===== config.mk =====
export PLATFORM = sky130hd
export DESIGN_NAME = pokey_input_top
export DESIGN_NICKNAME = d
export VERILOG_FILES = /design/src/pokey_pkg.sv /design/src/pokey_input_top.sv /design/src/pokey_reg_read.sv /design/src/pokey_pot_scan.sv /design/src/pokey_key_scan.sv /design/src/pokey_pin_cond.sv /design/src/pokey_timebase.sv
export SDC_FILE = /design/constraint.sdc
export NUM_CORES = 1
export LEC_CHECK = 0
export BUFFER_PORTS_ARGS = -buffer_cell sky130_fd_sc_hd__clkbuf_2
export CAP_MARGIN = 10
export CORE_ASPECT_RATIO = 0.8
export CORE_UTILIZATION = 50
export DETAILED_ROUTE_END_ITERATION = 10
export PLACE_DENSITY = 0.68
export SETUP_SLACK_MARGIN = 0.5
export SYNTH_ARGS = -nofsm -noshare
export SYNTH_HDL_FRONTEND = slang
export SYNTH_SLANG_ARGS = --single-unit

===== constraint.sdc =====
create_clock -name clk -period 2.4 [get_ports clk]
set_input_delay 0.12 -clock clk [delete_from_list [all_inputs] [get_ports clk]]
set_output_delay 0.12 -clock clk [all_outputs]
set_load 0.05 [all_outputs]

===== src/pokey_pkg.sv =====
package pokey_pkg;

    // clocks per scan tick, kept short for simulation
    localparam int tick_div = 16;
    localparam int tick_cnt_w = $clog2(tick_div);

    // ticks a button must hold a new level before it is taken
    localparam int deb_ticks = 4;
    localparam int deb_cnt_w = $clog2(deb_ticks);

    // last pot count, a pot still charging here reads this value
    localparam int pot_max = 228;

    // keypad matrix positions and scan address width
    localparam int num_keys = 16;
    localparam int key_addr_w = $clog2(num_keys);

    typedef logic [3:0] reg_addr_t;

    // read-only register map
    localparam reg_addr_t addr_pot0   = 4'h0;
    localparam reg_addr_t addr_pot1   = 4'h1;
    localparam reg_addr_t addr_allpot = 4'h8;
    localparam reg_addr_t addr_kbcode = 4'h9;
    localparam reg_addr_t addr_trig   = 4'hA;
    localparam reg_addr_t addr_skstat = 4'hF;

    // raw controller pins as they arrive from the connector
    typedef struct packed {
        logic       kr1_n;
        logic [1:0] pot_line;
        logic [3:0] trig_n;
        logic       top_btn_n;
    } pad_in_t;

    // pins driven back to the controller
    typedef struct packed {
        logic [key_addr_w-1:0] key_scan;
        logic                  pot_rel;
    } pad_out_t;

    // conditioned pins, all active high
    typedef struct packed {
        logic       kr1;
        logic [1:0] pot_line;
        logic [3:0] trig;
        logic       top_btn;
    } pins_t;

    typedef struct packed {
        logic [7:0] kbcode;
        logic       key_depr;
    } key_stat_t;

    typedef struct packed {
        logic [7:0] pot0;
        logic [7:0] pot1;
        logic [7:0] allpot;
    } pot_stat_t;

    typedef struct packed {
        logic      req;
        reg_addr_t addr;
    } rd_req_t;

    typedef struct packed {
        logic       ack;
        logic [7:0] data;
    } rd_rsp_t;

endpackage

===== src/pokey_input_top.sv =====
`timescale 1ns/1ps

module pokey_input_top (
    input  logic                clk,
    input  logic                rst,
    input  pokey_pkg::pad_in_t  pad_in,
    input  logic                potgo,
    input  logic                trig_latch_en,
    input  pokey_pkg::rd_req_t  rd,
    output pokey_pkg::pad_out_t pad_out,
    output pokey_pkg::rd_rsp_t  rsp
);
    import pokey_pkg::*;

    logic                  tick;
    pins_t                 pins;
    key_stat_t             key_stat;
    pot_stat_t             pot_stat;
    logic [key_addr_w-1:0] key_scan;
    logic                  pot_rel;

    // scan enable, shared by every block below
    pokey_timebase pokey_timebase_inst (
        .clk  (clk),
        .rst  (rst),
        .tick (tick)
    );

    pokey_pin_cond pokey_pin_cond_inst (
        .clk           (clk),
        .rst           (rst),
        .tick          (tick),
        .pad_in        (pad_in),
        .trig_latch_en (trig_latch_en),
        .pins          (pins)
    );

    pokey_key_scan pokey_key_scan_inst (
        .clk      (clk),
        .rst      (rst),
        .tick     (tick),
        .kr1      (pins.kr1),
        .top_btn  (pins.top_btn),
        .key_scan (key_scan),
        .key_stat (key_stat)
    );

    pokey_pot_scan pokey_pot_scan_inst (
        .clk      (clk),
        .rst      (rst),
        .tick     (tick),
        .potgo    (potgo),
        .pot_line (pins.pot_line),
        .pot_rel  (pot_rel),
        .pot_stat (pot_stat)
    );

    // host side
    pokey_reg_read pokey_reg_read_inst (
        .clk      (clk),
        .rst      (rst),
        .rd       (rd),
        .key_stat (key_stat),
        .pot_stat (pot_stat),
        .trig     (pins.trig),
        .rsp      (rsp)
    );

    // controller drive pins
    assign pad_out = '{
        key_scan: key_scan,
        pot_rel:  pot_rel
    };

endmodule


===== src/pokey_reg_read.sv =====
`timescale 1ns/1ps

module pokey_reg_read (
    input  logic                  clk,
    input  logic                  rst,
    input  pokey_pkg::rd_req_t    rd,
    input  pokey_pkg::key_stat_t  key_stat,
    input  pokey_pkg::pot_stat_t  pot_stat,
    input  logic [3:0]            trig,
    output pokey_pkg::rd_rsp_t    rsp
);
    import pokey_pkg::*;

    typedef enum logic {
        st_idle,
        st_ack
    } state_t;

    state_t     state;
    logic [7:0] sel_data;
    logic [7:0] data_q;

    // register decode
    always_comb begin
        case (rd.addr)
            addr_pot0:   sel_data = pot_stat.pot0;
            addr_pot1:   sel_data = pot_stat.pot1;
            addr_allpot: sel_data = pot_stat.allpot;
            addr_kbcode: sel_data = key_stat.kbcode;
            addr_trig:   sel_data = {4'b0, trig};
            // skstat bit 2 is low while a key is down
            addr_skstat: sel_data = key_stat.key_depr ? 8'hFB : 8'hFF;
            default:     sel_data = 8'h00;
        endcase
    end

    // four-phase handshake
    // idle -> ack on req, ack -> idle once req is gone
    always_ff @(posedge clk) begin
        if (rst) begin
            state <= st_idle;
        end else begin
            case (state)
                st_idle: begin
                    if (rd.req) begin
                        state <= st_ack;
                    end
                end
                st_ack: begin
                    if (!rd.req) begin
                        state <= st_idle;
                    end
                end
                default: state <= st_idle;
            endcase
        end
    end

    // snapshot at the start of the request, held for the whole ack phase
    always_ff @(posedge clk) begin
        if (state == st_idle && rd.req) begin
            data_q <= sel_data;
        end
    end

    assign rsp = '{
        ack:  (state == st_ack),
        data: data_q
    };

endmodule


===== src/pokey_pot_scan.sv =====
`timescale 1ns/1ps

module pokey_pot_scan (
    input  logic                  clk,
    input  logic                  rst,
    input  logic                  tick,
    input  logic                  potgo,
    input  logic [1:0]            pot_line,
    output logic                  pot_rel,
    output pokey_pkg::pot_stat_t  pot_stat
);
    import pokey_pkg::*;

    // shared pot counter
    logic [7:0] cnt;
    logic       at_max;

    // one bit per pot still waiting for its line, this is ALLPOT 1:0
    logic [1:0] scanning;

    logic [7:0] pot0_q;
    logic [7:0] pot1_q;

    assign at_max = (cnt == 8'(pot_max));

    always_ff @(posedge clk) begin
        if (rst) begin
            cnt      <= '0;
            scanning <= '0;
            pot_rel  <= 1'b0;
            pot0_q   <= '0;
            pot1_q   <= '0;
        end else if (potgo) begin
            // start or restart, release the capacitors
            cnt      <= '0;
            scanning <= 2'b11;
            pot_rel  <= 1'b1;
        end else if (tick && pot_rel) begin
            if (!at_max) begin
                cnt <= cnt + 8'd1;
            end
            // first tick with the line high latches the count
            // at the last count a slow pot latches pot_max
            if (scanning[0] && (pot_line[0] || at_max)) begin
                pot0_q      <= cnt;
                scanning[0] <= 1'b0;
            end
            if (scanning[1] && (pot_line[1] || at_max)) begin
                pot1_q      <= cnt;
                scanning[1] <= 1'b0;
            end
            if (at_max) begin
                // scan over, dump the pots
                pot_rel <= 1'b0;
            end
        end
    end

    assign pot_stat = '{
        pot0:   pot0_q,
        pot1:   pot1_q,
        allpot: {6'b0, scanning}
    };

endmodule


===== src/pokey_key_scan.sv =====
`timescale 1ns/1ps

module pokey_key_scan (
    input  logic                  clk,
    input  logic                  rst,
    input  logic                  tick,
    input  logic                  kr1,
    input  logic                  top_btn,
    output logic [3:0]            key_scan,
    output pokey_pkg::key_stat_t  key_stat
);
    import pokey_pkg::*;

    // hits so far in this pass: 0, 1, or 2 meaning two or more
    logic [1:0]            hit_cnt;
    logic [key_addr_w-1:0] hit_addr;

    // result of the previous pass
    logic                  prev_one;
    logic [key_addr_w-1:0] prev_addr;

    logic [key_addr_w-1:0] keycode;
    logic                  key_depr;

    // this pass including the sample taken on the current tick
    logic [1:0]            pass_cnt;
    logic [key_addr_w-1:0] pass_addr;
    logic                  pass_end;
    logic                  accept;

    always_comb begin
        pass_cnt  = hit_cnt;
        pass_addr = hit_addr;
        if (kr1) begin
            pass_addr = key_scan;
            if (hit_cnt != 2'd2) begin
                pass_cnt = hit_cnt + 2'd1;
            end
        end
    end

    assign pass_end = (key_scan == key_addr_w'(num_keys - 1));

    // same single key on two passes in a row
    assign accept = pass_end && (pass_cnt == 2'd1) && prev_one && (pass_addr == prev_addr);

    always_ff @(posedge clk) begin
        if (rst) begin
            key_scan <= '0;
            hit_cnt  <= '0;
            prev_one <= 1'b0;
            key_depr <= 1'b0;
            keycode  <= '0;
        end else if (tick) begin
            // sample for this address is taken, move on
            key_scan <= key_scan + 1'b1;
            if (pass_end) begin
                hit_cnt  <= '0;
                prev_one <= (pass_cnt == 2'd1);
                if (accept) begin
                    keycode  <= pass_addr;
                    key_depr <= 1'b1;
                end else if (pass_cnt == 2'd0) begin
                    // nothing pressed, keycode stays as it was
                    key_depr <= 1'b0;
                end
            end else begin
                hit_cnt <= pass_cnt;
            end
        end
    end

    // matching addresses, only meaningful next to the counts above
    always_ff @(posedge clk) begin
        if (tick) begin
            hit_addr <= pass_addr;
            if (pass_end) begin
                prev_addr <= pass_addr;
            end
        end
    end

    // kbcode layout: 7:6 top button, 4:1 key address
    assign key_stat = '{
        kbcode:   {top_btn, top_btn, 1'b0, keycode, 1'b0},
        key_depr: key_depr
    };

endmodule


===== src/pokey_pin_cond.sv =====
`timescale 1ns/1ps

module pokey_pin_cond (
    input  logic              clk,
    input  logic              rst,
    input  logic              tick,
    input  pokey_pkg::pad_in_t pad_in,
    input  logic              trig_latch_en,
    output pokey_pkg::pins_t   pins
);
    import pokey_pkg::*;

    // two-flop synchroniser on the whole pad bundle
    pad_in_t sync1;
    pad_in_t sync2;

    // buttons in active-high form: top button in bit 4, triggers in 3:0
    logic [4:0]                btn_raw;
    logic [4:0]                btn_db;
    logic [4:0][deb_cnt_w-1:0] deb_cnt;

    // trigger bits as presented to the register file
    logic [3:0] trig_q;

    always_ff @(posedge clk) begin
        sync1 <= pad_in;
        sync2 <= sync1;
    end

    assign btn_raw = {~sync2.top_btn_n, ~sync2.trig_n};

    // per-button debouncer, counts ticks spent away from the accepted level
    always_ff @(posedge clk) begin
        if (rst) begin
            btn_db  <= '0;
            deb_cnt <= '0;
        end else if (tick) begin
            for (int i = 0; i < $bits(btn_db); i++) begin
                if (btn_raw[i] == btn_db[i]) begin
                    // bounce back, start over
                    deb_cnt[i] <= '0;
                end else if (deb_cnt[i] == deb_cnt_w'(deb_ticks - 1)) begin
                    btn_db[i]  <= btn_raw[i];
                    deb_cnt[i] <= '0;
                end else begin
                    deb_cnt[i] <= deb_cnt[i] + 1'b1;
                end
            end
        end
    end

    // latch mode holds any trigger once pressed
    // leaving latch mode drops straight back to the live buttons
    always_ff @(posedge clk) begin
        if (rst) begin
            trig_q <= '0;
        end else if (trig_latch_en) begin
            trig_q <= trig_q | btn_db[3:0];
        end else begin
            trig_q <= btn_db[3:0];
        end
    end

    // kr1 and the pot lines are only synchronised:
    // kr1 is low for one scan tick per pass and is qualified by the two-pass check,
    // the pot lines are timed per tick and a debounce would skew the counts
    assign pins = '{
        kr1:      ~sync2.kr1_n,
        pot_line: sync2.pot_line,
        trig:     trig_q,
        top_btn:  btn_db[4]
    };

endmodule


===== src/pokey_timebase.sv =====
`timescale 1ns/1ps

module pokey_timebase (
    input  logic clk,
    input  logic rst,
    output logic tick
);
    import pokey_pkg::*;

    // free running divider, one clock enable per wrap
    logic [tick_cnt_w-1:0] cnt;

    always_ff @(posedge clk) begin
        if (rst) begin
            cnt  <= '0;
            tick <= 1'b0;
        end else begin
            // tick is registered so every consumer sees a clean one-cycle pulse
            tick <= (cnt == tick_cnt_w'(tick_div - 1));
            if (cnt == tick_cnt_w'(tick_div - 1)) begin
                cnt <= '0;
            end else begin
                cnt <= cnt + 1'b1;
            end
        end
    end

endmodule


==> results.py <==
metrics = {
    "floorplanning": {
        "start_util_pct": 51.93,
        "fp.dieH_um": 80.74,
        "rows": 28,
        "ios": 31,
        "die-area_mm2": 0.008108,
        "chipWidth_um": 100.4,
        "core_mm2": 0.007462,
    },
    "timing": {
        "maxSlewViolCount": 0,
        "hold_violations": 0,
        "slew_headroom_pct": 56.28,
        "hold_ws_ns": 0.06837,
        "min_period_over_period_pct": 75.31,
        "setup-tns-final_ns": 0,
        "tightest_slew_ns": 0.6558,
        "rsz0062_at_grt": "true",
        "fmax_mhz": 553.2,
        "setup_viol": 0,
        "min_period_ns": 1.808,
        "clock_skew_ns": 0.01116,
    },
    "setup_path": {
        "arrival_ns": 2.06,
        "cp-start-kind": "flip-flop",
        "cp_max_fo": 9,
        "endpoint_kind": "flip-flop",
        "worstPathRequired_ns": 2.65,
        "cp-startpoint": "pokey_pot_scan_inst.cnt[0]$_SDFFE_PP0P_",
        "r2r-start": "pokey_pot_scan_inst.cnt[0]$_SDFFE_PP0P_",
        "path_class": "flip-flop to flip-flop",
    },
    "route": {
        "via_per_inst": 5.232,
        "avgRoutedWirePerCell_um": 13.59,
        "routed_wl_mm": 7.082,
        "via_count": 2726,
        "final_antenna_net_count": 0,
        "drtPass1Iterations": 4,
        "drc": 0,
        "drt_iter0_markers": 157,
    },
    "clocking": {
        "ctsLongestPathBuffers": 2,
        "cts_made_buffers": 9,
        "clkSinkCount": 96,
        "clk_latency_ns": 0.36,
        "cts.clk_slew.worst_paths_ns": 0.09,
        "htreeDepth": 3,
        "root_buffer": "clkbuf_8",
        "cts_tree": "built",
    },
    "synthesis": {
        "yosys_warnings": 0,
        "synth_cell_type_count": 46,
        "post_synth.cell_area_avg_um2": 10.33,
        "syn_area_mm2": 0.003875,
        "syn_nets": 402,
        "yosysSeqAreaShare_pct": 53.73,
        "synth_cells": 375,
        "ys_seq_elements": 96,
    },
    "run": {
        "max-cap-violations": 0,
    },
    "global_route": {
        "grt_antenna_before_repair": 0,
        "gr-total-overflow": 0,
        "grt_pass1_vias": 2535,
        "grt_usage_pct": 19.06,
        "grt_pass1_wl_mm": 12.01,
        "grt_max_degree": 39,
    },
    "power_and_ir_drop": {
        "p_seq_share_pct": 57.8,
        "switchingPower_mw": 0.6677,
        "powerDensity_mw_per_mm2": 657.8,
        "p_sw_share_pct": 22.96,
        "p_leak_nw": 1.694,
        "total_power_mw": 2.908,
        "combPwrFrac_pct": 5.4,
        "pwr-share-clk_pct": 36.8,
        "intPower_mw": 2.240,
        "ir_drop_v": 0.0004723,
    },
    "outcome": {
        "status": "finished clean",
    },
    "cells_and_area": {
        "fill_cells": 645,
        "fin_cells": 521,
        "finish.utilization_pct": 59.24,
        "diodes": 0,
        "regArea_mm2": 0.002088,
        "area_growth_pct": 14.08,
        "nets": 438,
        "multi_input_area_mm2": 0.001642,
        "layout-drive-gt1-share_pct": 18.03,
    },
    "placed_design": {
        "place_inst": 495,
        "dp_hpwl_mm": 4.872,
        "gp_congestion": 0.7608,
        "portBuffers": 30,
    },
    "worst_hold_path": {
        "hp-class": "input pin to flip-flop",
        "hp-start": "trig_latch_en",
    },
}
==> layer usage <==
metal  vias up  share of wire [%]  routed length [um]  GRT usage (%)
met4         0               0.78                  55          6.667
li1       1382                  -                   -              -
met5         -                  0                   0              0
met2        59                 43                3065          28.01
met3         6                4.3                 308          4.647
met1      1279                 52                3652          27.40
==> synthesized netlist by cell type (all sizes together) <==
cell	number	area, um^2
a221o	1	10.01
a31oi	3	18.77
clkbuf	14	52.55
a222oi	2	20.02
mux2i	23	230.2
and2	1	6.260
edfxtp	16	480.5
a211oi	1	7.510
nor3	8	40.04
a22o	2	17.52
dfxtp	80	1602
nand4b	1	8.760
and3	2	12.51
buf	6	40.03
ha	10	125.1
a22oi	4	30.03
nor4	2	27.53
inv	18	67.56
nor2	52	195.2
xor2	15	146.4
nand2b	4	25.02
o211a	2	20.02
a21o	1	7.510
o22ai	4	25.02
o21ai	6	30.03
a41o	4	45.04
a311oi	5	43.79
xnor2	5	43.79
nand4	5	37.53
a21oi	24	120.1
nor2b	10	62.56
nand3	9	45.04
and4	1	8.760
nor3b	4	30.03
a32o	1	10.01
or2	1	6.260
mux2	8	97.59
nand2	19	71.32
o31ai	1	7.510
==> critical path, cell delays in order, from the launching register on <==
cell and delay, ns:
dfxtp_2 0.37, inv_1 0.07, ha_1 0.13, and4_1 0.22
and3_1 0.23, o211a_2 0.39, mux2i_1 0.25, nor2_1 0.05
==> path summary, 6_finish.rpt <==
kind,end,depth (start not counted),slack [ns]
setup / recovery,pokey_pot_scan_inst.pot1_q[5]$_SDFFE_PP0P_,7,0.59
hold reg to reg,pokey_pin_cond_inst.sync2[4]$_DFF_P_,0,0.33
hold / removal,pokey_pin_cond_inst.trig_q[0]$_SDFF_PP0_,3,0.07
setup reg to reg,pokey_pot_scan_inst.pot1_q[5]$_SDFFE_PP0P_,7,0.59
==> registers in the layout, summed over array words and instances (netlist names), 5 cells and up <==
| register | flops |
|---|---|
| pokey_pin_cond_inst.sync1 | 8 |
| pokey_pot_scan_inst.cnt | 8 |
| pokey_pin_cond_inst.btn_db | 5 |
| pokey_pot_scan_inst.pot0_q | 8 |
| pokey_pin_cond_inst.sync2 | 6 |
| pokey_pin_cond_inst.deb_cnt | 10 |
| pokey_pot_scan_inst.pot1_q | 8 |
| pokey_reg_read_inst.data_q | 8 |
==> layout make-up <==
class	count	share of cell area (%)
clock inverters	5	1.472
repair buffers	45	6.453
flip-flops and latches	96	47.24
well taps	105	2.972
clock buffers	11	3.198
multi-input cells	241	37.14
inverters	18	1.528
==> power by group through the flow <==
stage / registers [mW] / clock network, mW / logic (mW)
final: 1.68 / 1.07 / 0.157
after detailed placement: 1.72 / 0 / 0.145
after global routing: 1.69 / 1.17 / 0.172
after CTS: 1.68 / 1.09 / 0.156
after global placement: 1.72 / 0 / 0.143
after floorplan: 1.74 / 0 / 0.0856
==> cells in the final DEF, fill, tap and decap left out, types with 3 or more instances in the layout <==
master         netlist  final
xor2_1              13     13
nand2_1             19     19
dlygate4sd3_1        0      9
clkinv_4             0      3
edfxtp_1            16     16
mux2_2               6      6
nor2_1              52     51
a41o_2               4      4
nor3_1               8      8
clkbuf_2             0     30
clkbuf_8             0     10
inv_1               18     18
a22oi_1              4      4
a21oi_1             24     24
nand3_1              9      9
buf_4                2      6
a311oi_1             5      5
nor3b_1              4      4
o21ai_0              6      6
o22ai_1              4      4
mux2i_1             23     23
ha_1                10     10
dfxtp_1             80     77
nor2b_1             10     10
nand4_1              4      4
nand2b_1             4      4
xnor2_1              5      5
==> stage by stage <==
| step | worst slack [ns] | instance area (um^2) |
|---|---|---|
| global placement | 0.4314 | 4101 |
| detailed placement | 0.3981 | 4101 |
| CTS | 0.4828 | 4399 |
| global route | 0.4544 | 4420 |
| floorplan | 0.5430 | 3875 |
| finish | 0.5925 | 4420 |
==> cells by family after synthesis <==
logic type / count (synthesis) / share of synthesized area, %
flops: 96 / 53.73
compound gates: 61 / 10.66
mux: 31 / 8.460
fa+ha+maj: 10 / 3.229
xor+xnor: 20 / 4.908
simple gates: 119 / 14.89
buf+inv: 38 / 4.133
==> timing repair <==
item | 4_1_cts | 5_1_grt
pin swaps | 0 | 1
gates resized for setup | 3 | 5
hold buffers | 9 | 0
buffers inserted | 0 | 1
hold endpoints to repair | 9 | 0
endpoints found under the setup margin | 21 | 24
(Power assumes the default switching activity.)
